File: src/hdl/warp_decode_pkg.sv
package warp_decode_pkg;

    // Word and field types
    typedef logic [31:0] instruction_t;
    typedef logic [31:0] data_t;
    typedef logic [4:0]  reg_addr_t;
    typedef logic [3:0]  funct4_t;
    typedef logic [2:0]  funct3_t;
    typedef logic [2:0]  opcode_t;

    // Major opcodes, bits 31:29
    localparam opcode_t OPCODE_R      = 3'b000;
    localparam opcode_t OPCODE_I      = 3'b001;
    localparam opcode_t OPCODE_M      = 3'b011;
    localparam opcode_t OPCODE_UP     = 3'b100;
    localparam opcode_t OPCODE_SX_SLT = 3'b101;
    localparam opcode_t OPCODE_J      = 3'b111;

    // Field positions inside the instruction word
    localparam int OPCODE_MSB = 31;
    localparam int RD_LSB     = 0;
    localparam int RS1_LSB    = 5;
    localparam int FUNCT_LSB  = 10;
    localparam int RS2_LSB    = 14;

    // Where each format keeps its scalar flag
    localparam int SCALAR_BIT_ALU = 28;
    localparam int SCALAR_BIT_MEM = 13;
    localparam int SCALAR_BIT_UP  = 5;

    // funct3 sub-codes under OPCODE_J
    localparam funct3_t FUNCT3_JAL  = 3'b000;
    localparam funct3_t FUNCT3_BEQZ = 3'b001;
    localparam funct3_t FUNCT3_BEQO = 3'b010;
    localparam funct3_t FUNCT3_HALT = 3'b111;

    // funct3 sub-codes under OPCODE_M
    localparam funct3_t FUNCT3_LW = 3'b000;
    localparam funct3_t FUNCT3_SW = 3'b001;

    typedef enum logic [3:0] {
        FMT_NONE,
        FMT_R,
        FMT_I,
        FMT_LOAD,
        FMT_STORE,
        FMT_BRANCH_Z,
        FMT_BRANCH_O,
        FMT_JUMP,
        FMT_UPPER,
        FMT_SX,
        FMT_HALT
    } instr_format_t;

    // 19 operations, so five bits
    typedef enum logic [4:0] {
        ALU_NOP,
        ADD,
        SUB,
        MUL,
        DIV,
        SLT,
        SLL,
        SEQ,
        SNEZ,
        MIN,
        ABS,
        ADDI,
        MULI,
        DIVI,
        SLLI,
        SEQI,
        JAL,
        BEQZ,
        BEQO
    } alu_op_t;

    typedef enum logic [1:0] {
        ALU_OUT,
        LSU_OUT,
        IMMEDIATE,
        VECTOR_TO_SCALAR
    } reg_input_mux_t;

endpackage

File: src/hdl/format_decode.sv
module format_decode (
    input  warp_decode_pkg::instruction_t   instruction,
    output warp_decode_pkg::instr_format_t  fmt,
    output logic                            reg_write_enable,
    output logic                            mem_read_enable,
    output logic                            mem_write_enable,
    output logic                            branch,
    output logic                            halt,
    output logic                            scalar,
    output logic                            illegal_format,
    output warp_decode_pkg::reg_input_mux_t reg_input_mux,
    output warp_decode_pkg::reg_addr_t      rd,
    output warp_decode_pkg::reg_addr_t      rs1,
    output warp_decode_pkg::reg_addr_t      rs2
);

    warp_decode_pkg::opcode_t   opcode;
    warp_decode_pkg::funct3_t   funct3;
    warp_decode_pkg::reg_addr_t rd_field;
    warp_decode_pkg::reg_addr_t rs1_field;
    warp_decode_pkg::reg_addr_t rs2_field;

    assign opcode    = instruction[warp_decode_pkg::OPCODE_MSB -: 3];
    assign funct3    = instruction[warp_decode_pkg::FUNCT_LSB +: 3];
    assign rd_field  = instruction[warp_decode_pkg::RD_LSB +: 5];
    assign rs1_field = instruction[warp_decode_pkg::RS1_LSB +: 5];
    assign rs2_field = instruction[warp_decode_pkg::RS2_LSB +: 5];

    // Opcode and funct3 to format
    always_comb begin
        fmt = warp_decode_pkg::FMT_NONE;
        case (opcode)
            warp_decode_pkg::OPCODE_R:      fmt = warp_decode_pkg::FMT_R;
            warp_decode_pkg::OPCODE_I:      fmt = warp_decode_pkg::FMT_I;
            warp_decode_pkg::OPCODE_UP:     fmt = warp_decode_pkg::FMT_UPPER;
            warp_decode_pkg::OPCODE_SX_SLT: fmt = warp_decode_pkg::FMT_SX;
            warp_decode_pkg::OPCODE_M: begin
                case (funct3)
                    warp_decode_pkg::FUNCT3_LW: fmt = warp_decode_pkg::FMT_LOAD;
                    warp_decode_pkg::FUNCT3_SW: fmt = warp_decode_pkg::FMT_STORE;
                    default:                    fmt = warp_decode_pkg::FMT_NONE;
                endcase
            end
            warp_decode_pkg::OPCODE_J: begin
                case (funct3)
                    warp_decode_pkg::FUNCT3_JAL:  fmt = warp_decode_pkg::FMT_JUMP;
                    warp_decode_pkg::FUNCT3_BEQZ: fmt = warp_decode_pkg::FMT_BRANCH_Z;
                    warp_decode_pkg::FUNCT3_BEQO: fmt = warp_decode_pkg::FMT_BRANCH_O;
                    warp_decode_pkg::FUNCT3_HALT: fmt = warp_decode_pkg::FMT_HALT;
                    default:                      fmt = warp_decode_pkg::FMT_NONE;
                endcase
            end
            // 010 was the float opcode, now unrecognized
            default: fmt = warp_decode_pkg::FMT_NONE;
        endcase
    end

    // Control fields per format
    always_comb begin
        reg_write_enable = 1'b0;
        mem_read_enable  = 1'b0;
        mem_write_enable = 1'b0;
        branch           = 1'b0;
        halt             = 1'b0;
        scalar           = 1'b0;
        illegal_format   = 1'b0;
        reg_input_mux    = warp_decode_pkg::ALU_OUT;
        rd               = '0;
        rs1              = '0;
        rs2              = '0;
        case (fmt)
            warp_decode_pkg::FMT_R: begin
                rd               = rd_field;
                rs1              = rs1_field;
                rs2              = rs2_field;
                reg_write_enable = 1'b1;
                scalar           = instruction[warp_decode_pkg::SCALAR_BIT_ALU];
            end
            warp_decode_pkg::FMT_I: begin
                rd               = rd_field;
                rs1              = rs1_field;
                reg_write_enable = 1'b1;
                scalar           = instruction[warp_decode_pkg::SCALAR_BIT_ALU];
            end
            warp_decode_pkg::FMT_LOAD: begin
                rd               = rd_field;
                rs1              = rs1_field;
                reg_write_enable = 1'b1;
                mem_read_enable  = 1'b1;
                reg_input_mux    = warp_decode_pkg::LSU_OUT;
                scalar           = instruction[warp_decode_pkg::SCALAR_BIT_MEM];
            end
            warp_decode_pkg::FMT_STORE: begin
                rs1              = rs1_field;
                rs2              = rs2_field;
                mem_write_enable = 1'b1;
                scalar           = instruction[warp_decode_pkg::SCALAR_BIT_MEM];
            end
            warp_decode_pkg::FMT_BRANCH_Z, warp_decode_pkg::FMT_BRANCH_O: begin
                rs1    = rs1_field;
                rs2    = rs2_field;
                branch = 1'b1;
                scalar = 1'b1;
            end
            warp_decode_pkg::FMT_JUMP: scalar = 1'b1;
            warp_decode_pkg::FMT_HALT: begin
                halt   = 1'b1;
                scalar = 1'b1;
            end
            warp_decode_pkg::FMT_UPPER: begin
                rd               = rd_field;
                reg_write_enable = 1'b1;
                reg_input_mux    = warp_decode_pkg::IMMEDIATE;
                scalar           = instruction[warp_decode_pkg::SCALAR_BIT_UP];
            end
            warp_decode_pkg::FMT_SX: begin
                rd               = rd_field;
                rs1              = rs1_field;
                rs2              = rs2_field;
                reg_write_enable = 1'b1;
                reg_input_mux    = warp_decode_pkg::VECTOR_TO_SCALAR;
            end
            default: illegal_format = 1'b1;
        endcase
    end

    always_comb begin
        a_fmt_known: assert final (!$isunknown(fmt))
            else $error("format_decode: unknown format for instruction %h", instruction);
    end

endmodule

File: src/hdl/alu_op_decode.sv
module alu_op_decode (
    input  warp_decode_pkg::instr_format_t fmt,
    input  warp_decode_pkg::funct4_t       funct4,
    output warp_decode_pkg::alu_op_t       alu_op,
    output logic                           illegal_funct
);

    always_comb begin
        alu_op        = warp_decode_pkg::ALU_NOP;
        illegal_funct = 1'b0;
        case (fmt)
            warp_decode_pkg::FMT_R: begin
                case (funct4)
                    4'd0:    alu_op = warp_decode_pkg::ADD;
                    4'd1:    alu_op = warp_decode_pkg::SUB;
                    4'd2:    alu_op = warp_decode_pkg::MUL;
                    4'd3:    alu_op = warp_decode_pkg::DIV;
                    4'd4:    alu_op = warp_decode_pkg::SLT;
                    4'd5:    alu_op = warp_decode_pkg::SLL;
                    4'd6:    alu_op = warp_decode_pkg::SEQ;
                    4'd7:    alu_op = warp_decode_pkg::SNEZ;
                    4'd8:    alu_op = warp_decode_pkg::MIN;
                    4'd9:    alu_op = warp_decode_pkg::ABS;
                    default: illegal_funct = 1'b1;
                endcase
            end
            warp_decode_pkg::FMT_I: begin
                case (funct4)
                    4'd0:    alu_op = warp_decode_pkg::ADDI;
                    4'd2:    alu_op = warp_decode_pkg::MULI;
                    4'd3:    alu_op = warp_decode_pkg::DIVI;
                    4'd10:   alu_op = warp_decode_pkg::SLLI;
                    4'd11:   alu_op = warp_decode_pkg::SEQI;
                    default: illegal_funct = 1'b1;
                endcase
            end
            warp_decode_pkg::FMT_SX: begin
                if (funct4 == 4'd0) begin
                    alu_op = warp_decode_pkg::SLT;
                end else begin
                    illegal_funct = 1'b1;
                end
            end
            // Effective address is base plus offset
            warp_decode_pkg::FMT_LOAD, warp_decode_pkg::FMT_STORE: begin
                alu_op = warp_decode_pkg::ADDI;
            end
            warp_decode_pkg::FMT_JUMP:     alu_op = warp_decode_pkg::JAL;
            warp_decode_pkg::FMT_BRANCH_Z: alu_op = warp_decode_pkg::BEQZ;
            warp_decode_pkg::FMT_BRANCH_O: alu_op = warp_decode_pkg::BEQO;
            default:                       alu_op = warp_decode_pkg::ALU_NOP;
        endcase
    end

endmodule

File: src/hdl/imm_gen.sv
module imm_gen (
    input  warp_decode_pkg::instr_format_t fmt,
    input  warp_decode_pkg::instruction_t  instruction,
    output warp_decode_pkg::data_t         immediate
);

    logic [13:0] imm_i;
    logic [14:0] imm_load;
    logic [14:0] imm_s;
    logic [15:0] imm_b;
    logic [25:0] imm_j;
    logic [19:0] imm_u;

    // Gather the scattered immediate bits
    assign imm_i    = instruction[27:14];
    assign imm_load = instruction[28:14];
    assign imm_s    = {instruction[28:19], instruction[4:0]};
    assign imm_b    = {instruction[28:19], instruction[13], instruction[4:0]};
    assign imm_j    = {instruction[28:13], instruction[9:0]};
    assign imm_u    = instruction[28:9];

    always_comb begin
        case (fmt)
            warp_decode_pkg::FMT_I: begin
                immediate = {{18{imm_i[13]}}, imm_i};
            end
            warp_decode_pkg::FMT_LOAD: begin
                immediate = {{17{imm_load[14]}}, imm_load};
            end
            warp_decode_pkg::FMT_STORE: begin
                immediate = {{17{imm_s[14]}}, imm_s};
            end
            warp_decode_pkg::FMT_BRANCH_Z, warp_decode_pkg::FMT_BRANCH_O: begin
                immediate = {{16{imm_b[15]}}, imm_b};
            end
            warp_decode_pkg::FMT_JUMP: begin
                immediate = {{6{imm_j[25]}}, imm_j};
            end
            // LUI fills the upper 20 bits
            warp_decode_pkg::FMT_UPPER: begin
                immediate = {imm_u, 12'b0};
            end
            default: begin
                immediate = '0;
            end
        endcase
    end

endmodule

File: src/hdl/warp_decoder.sv
module warp_decoder (
    input  logic                            clk,
    input  logic                            reset,
    input  logic                            decode_valid,
    input  warp_decode_pkg::instruction_t   instruction,
    output logic                            decoded_valid,
    output logic                            decoded_reg_write_enable,
    output logic                            decoded_mem_write_enable,
    output logic                            decoded_mem_read_enable,
    output logic                            decoded_branch,
    output logic                            decoded_scalar_instruction,
    output logic                            decoded_halt,
    output logic                            decoded_illegal,
    output warp_decode_pkg::reg_input_mux_t decoded_reg_input_mux,
    output warp_decode_pkg::data_t          decoded_immediate,
    output warp_decode_pkg::reg_addr_t      decoded_rd_address,
    output warp_decode_pkg::reg_addr_t      decoded_rs1_address,
    output warp_decode_pkg::reg_addr_t      decoded_rs2_address,
    output warp_decode_pkg::alu_op_t        decoded_alu_instruction
);

    warp_decode_pkg::instr_format_t  fmt;
    warp_decode_pkg::funct4_t        funct4;
    warp_decode_pkg::reg_input_mux_t reg_input_mux;
    warp_decode_pkg::reg_addr_t      rd;
    warp_decode_pkg::reg_addr_t      rs1;
    warp_decode_pkg::reg_addr_t      rs2;
    warp_decode_pkg::alu_op_t        alu_op;
    warp_decode_pkg::data_t          immediate;
    logic reg_write_enable;
    logic mem_read_enable;
    logic mem_write_enable;
    logic branch;
    logic halt;
    logic scalar;
    logic illegal_format;
    logic illegal_funct;

    assign funct4 = instruction[warp_decode_pkg::FUNCT_LSB +: 4];

    format_decode u_format_decode (
        .instruction      (instruction),
        .fmt              (fmt),
        .reg_write_enable (reg_write_enable),
        .mem_read_enable  (mem_read_enable),
        .mem_write_enable (mem_write_enable),
        .branch           (branch),
        .halt             (halt),
        .scalar           (scalar),
        .illegal_format   (illegal_format),
        .reg_input_mux    (reg_input_mux),
        .rd               (rd),
        .rs1              (rs1),
        .rs2              (rs2)
    );

    alu_op_decode u_alu_op_decode (
        .fmt           (fmt),
        .funct4        (funct4),
        .alu_op        (alu_op),
        .illegal_funct (illegal_funct)
    );

    imm_gen u_imm_gen (
        .fmt         (fmt),
        .instruction (instruction),
        .immediate   (immediate)
    );

    // Bundle is captured on the strobe and held until the next one
    always_ff @(posedge clk) begin
        if (reset) begin
            decoded_valid              <= 1'b0;
            decoded_reg_write_enable   <= 1'b0;
            decoded_mem_write_enable   <= 1'b0;
            decoded_mem_read_enable    <= 1'b0;
            decoded_branch             <= 1'b0;
            decoded_scalar_instruction <= 1'b0;
            decoded_halt               <= 1'b0;
            decoded_illegal            <= 1'b0;
            decoded_reg_input_mux      <= warp_decode_pkg::ALU_OUT;
            decoded_immediate          <= '0;
            decoded_rd_address         <= '0;
            decoded_rs1_address        <= '0;
            decoded_rs2_address        <= '0;
            decoded_alu_instruction    <= warp_decode_pkg::ALU_NOP;
        end else begin
            decoded_valid <= decode_valid;
            if (decode_valid) begin
                decoded_reg_write_enable   <= reg_write_enable;
                decoded_mem_write_enable   <= mem_write_enable;
                decoded_mem_read_enable    <= mem_read_enable;
                decoded_branch             <= branch;
                decoded_scalar_instruction <= scalar;
                decoded_halt               <= halt;
                decoded_illegal            <= illegal_format | illegal_funct;
                decoded_reg_input_mux      <= reg_input_mux;
                decoded_immediate          <= immediate;
                decoded_rd_address         <= rd;
                decoded_rs1_address        <= rs1;
                decoded_rs2_address        <= rs2;
                decoded_alu_instruction    <= alu_op;
            end
        end
    end

    a_mem_rw_exclusive: assert property (@(posedge clk) disable iff (reset)
        !(decoded_mem_read_enable && decoded_mem_write_enable));

    a_halt_no_write: assert property (@(posedge clk) disable iff (reset)
        decoded_halt |-> !decoded_reg_write_enable);

    a_no_valid_after_reset: assert property (@(posedge clk) reset |=> !decoded_valid);

endmodule

File: config.mk
export PLATFORM = sky130hd
export DESIGN_NAME = warp_decoder
export DESIGN_NICKNAME = d
export VERILOG_FILES = /design/src/hdl/warp_decode_pkg.sv /design/src/hdl/format_decode.sv /design/src/hdl/alu_op_decode.sv /design/src/hdl/imm_gen.sv /design/src/hdl/warp_decoder.sv
export SDC_FILE = /design/constraint.sdc
export NUM_CORES = 1
export LEC_CHECK = 0
export BUFFER_PORTS_ARGS = -buffer_cell sky130_fd_sc_hd__buf_2
export CORE_MARGIN = 2
export CORE_UTILIZATION = 58
export CTS_CLUSTER_DIAMETER = 60
export DETAILED_ROUTE_END_ITERATION = 16
export PLACE_DENSITY = 0.86
export SETUP_SLACK_MARGIN = 0.3
export SLEW_MARGIN = 30
export SYNTH_ARGS = -nofsm -noshare
export SYNTH_HDL_FRONTEND = slang
export SYNTH_HIERARCHICAL = 1
export SYNTH_SLANG_ARGS = --single-unit
File: constraint.sdc
create_clock -name clk -period 6.2 [get_ports clk]
set_input_delay 0.62 -clock clk [delete_from_list [all_inputs] [get_ports clk]]
set_output_delay 0.62 -clock clk [all_outputs]
set_load 0.005 [all_outputs]
==> flow_metrics.tcl <==
set metrics [dict create \
    synth-edff-count 0 \
    r2r_end "decoded_rs1_address[1]" \
    fillers 523 \
    antenna_found_initial 0 \
    syn_inst 428 \
    crit-reg2reg-launch "decoded_rs1_address[1]" \
    synth_area_leaders "dfxtp_1 (33%), mux2i_1 (17%), nor2_1 (8.8%)" \
    numPortBuffers 96 \
    relSlewSlack 0.343 \
    cts-htree-levels 3 \
    setup_viol 0 \
    grt_max_degree 64 \
    clkTransAtPathRegs_ns 0.07 \
    firstDrtPassIters 5 \
    place_ws_ns 2.75 \
    synthXorXnorAreaFrac 0.00936 \
    synth_top_family_by_area "simple AND/OR/NAND/NOR gates" \
    clk_latency_ns 0.33 \
    ys_async_sr_fraction 0 \
    max_cap_violations 0 \
    area_delta_synth_final_pct 12.8 \
    ys.flop_type "dfxtp_1" \
    dp_hpwl_um 6480 \
    ant_nets 0 \
    n_antenna_cell 0 \
    route.met2.wl_um 4340 \
    fp.dieW_um 84.3 \
    crit_arrival_ns 3.41 \
    met1_length_um 4080 \
    drive_gt1_frac 0.256 \
    min_period_ns 3.21 \
    regArea_um2 1240 \
    yosysWarnings 6 \
    reg2reg_slack_ns 5.50 \
    synth-simple-area-share 0.225 \
    cp_max_fo 18 \
    cts_buffers 9 \
    synth_top_area_cell "dfxtp_1" \
    synth_fa_ha_area_frac 0 \
    cts.sinks 62 \
    end_kind "register" \
    worst_r2r_path_depth 2 \
    vias_per_cell 6.04 \
    dp_cells 565 \
    cp-start-kind "input port" \
    wl_per_cell_um 16.4 \
    fin_util 0.673 \
    die_y_um 84.3 \
    vias 3508 \
    synth_common_cells "nor2_1 (88), dfxtp_1 (62), mux2i_1 (62)" \
    rsz0062_at_grt "false" \
    synth_top_area_frac 0.332 \
    post_cts_buffers 0 \
    start_util 0.596 \
    yosysUniqueCellTypes 56 \
    layoutNonFillerInstCount 581 \
    whs_endpoint "decoded_immediate[19]" \
    routed-wl-met3_um 850 \
    netlist_area_um2 3740 \
    worst_slew_pin_slew_ns 0.984 \
    p_per_area_nw_per_um2 215 \
    cts_buffer_depth 2 \
    tritoncts "built" \
    synth_compound_area_frac 0.168 \
    hp-class "reg2reg" \
    multi_input_area_um2 2160 \
    fp.dieArea_um2 7110 \
    gp_congestion 0.888 \
    hold_viol_final 0 \
    num_rows 29 \
    ir_drop_mv 0.179 \
    ctsResizeCount 0 \
    grt_pass1_vias 3051 \
    seq_area_frac_synth 0.332 \
    ctsHoldBuffers 0 \
    min-delay-start "decoded_immediate[19]" \
    drtIter0Drc 378 \
    synth_seq_cells 62 \
    cts-root-buf "clkbuf_8" \
    io_pins 97 \
    path_class "in2reg" \
    critPathRequiredTime_ns 6.40 \
    fin_ws_ns 2.99 \
    status "finished clean" \
    synth.most_common_cell "nor2_1" \
    grt_pass1_wl_um 14800 \
    p_leak_nw 2.08 \
    fmax_mhz 312 \
    core_area_um2 6280 \
    synth.area.mux_share 0.172 \
    overflow 0 \
    highest_layer "met4" \
    min_path_cells 2 \
    fin_crit_sh 0.518 \
    clock_skew_ns 0 \
    slew_violations 0 \
    routed_wl_um 9510 \
    track_usage 0.256 \
    avgSynthCellArea_um2 8.74 \
    nNetsFinal 535 \
    fin_setup_tns_ns 0 \
    syn-num-nets 463 \
    drc_errors 0 \
]
==> power breakdown <==
| part | switching (W) | total (W) | internal [W] |
|---|---|---|---|
| Sequential | 0.00000719 | 0.000420 | 0.000413 |
| Combinational | 0.000100 | 0.000170 | 0.0000701 |
| Clock | 0.000155 | 0.000319 | 0.000164 |
| Total | 0.000262 | 0.000910 | 0.000647 |
==> cells in the final DEF (no fill, tap or decap), drive strengths merged, types with 3 or more instances in the layout <==
cell,n
a211oi,4
a21o,8
a21oi,9
a221o,10
a22oi,14
a31oi,4
and2,17
buf,100
clkbuf,12
dfxtp,62
inv,3
mux2i,62
nand2,24
nand2b,10
nand3b,8
nor2,89
nor2b,6
o211ai,3
o21ai,19
xnor2,3
==> worst max-delay path by stage <==
stage | from | end | slack [ns] | cells past startpoint
after floorplan | instruction[30] | decoded_immediate[10] | 3.57 | 12
after global placement | instruction[11] | decoded_immediate[12] | 2.91 | 9
after detailed placement | instruction[11] | decoded_immediate[20] | 2.75 | 9
after CTS | instruction[11] | decoded_immediate[20] | 3.10 | 9
after global routing | instruction[10] | decoded_immediate[20] | 2.91 | 8
final | instruction[10] | decoded_immediate[20] | 2.99 | 8
==> sequential cells by signal (all words and copies together), names as in the netlist <==
name,count
decoded_alu_instruction,5
decoded_branch,1
decoded_halt,1
decoded_illegal,1
decoded_immediate,32
decoded_mem_read_enable,1
decoded_mem_write_enable,1
decoded_rd_address,5
decoded_reg_input_mux,2
decoded_reg_write_enable,1
decoded_rs1_address,5
decoded_rs2_address,5
decoded_scalar_instruction,1
decoded_valid,1
==> worst max-delay path, cell delays in order <==
cell	delay [ns]
buf_2	0.20
nand2b_1	0.24
a211oi_2	0.86
nor2b_1	0.29
a32oi_1	0.73
o21ai_0	0.23
mux2i_1	0.18
nor2_1	0.05
==> area by class of cell <==
| cell class | instances | share of cell area |
|---|---|---|
| Sequential cell | 62 | 0.294 |
| Clock buffer | 12 | 0.0368 |
| Inverter | 3 | 0.00267 |
| Timing Repair Buffer | 100 | 0.127 |
| Tap cell | 77 | 0.0228 |
| Clock inverter | 3 | 0.00474 |
| Multi-Input combinational cell | 324 | 0.512 |
==> per-layer routing <==
metal / GRT usage / up-vias
met2: 0.395 / 188
li1: - / 1638
met3: 0.0639 / 23
met1: 0.339 / 1659
met4: 0.117 / 0
met5: 0 / -
==> cells by family after synthesis <==
group | Yosys count
mux | 64
compound gates | 85
xor+xnor | 4
simple gates | 171
buf+inv | 42
flops | 62
==> stage by stage <==
stage	hold slack, ns	cell area (µm²)	total power, W
final	0.490	4220	0.000910
after global routing	0.514	4220	0.000948
after CTS	0.494	4190	0.000912
after detailed placement	0.480	4010	0.000594
after global placement	0.467	4010	0.000588
after floorplan	0.478	3740	0.000554
Power figures use the tool's default switching activity.
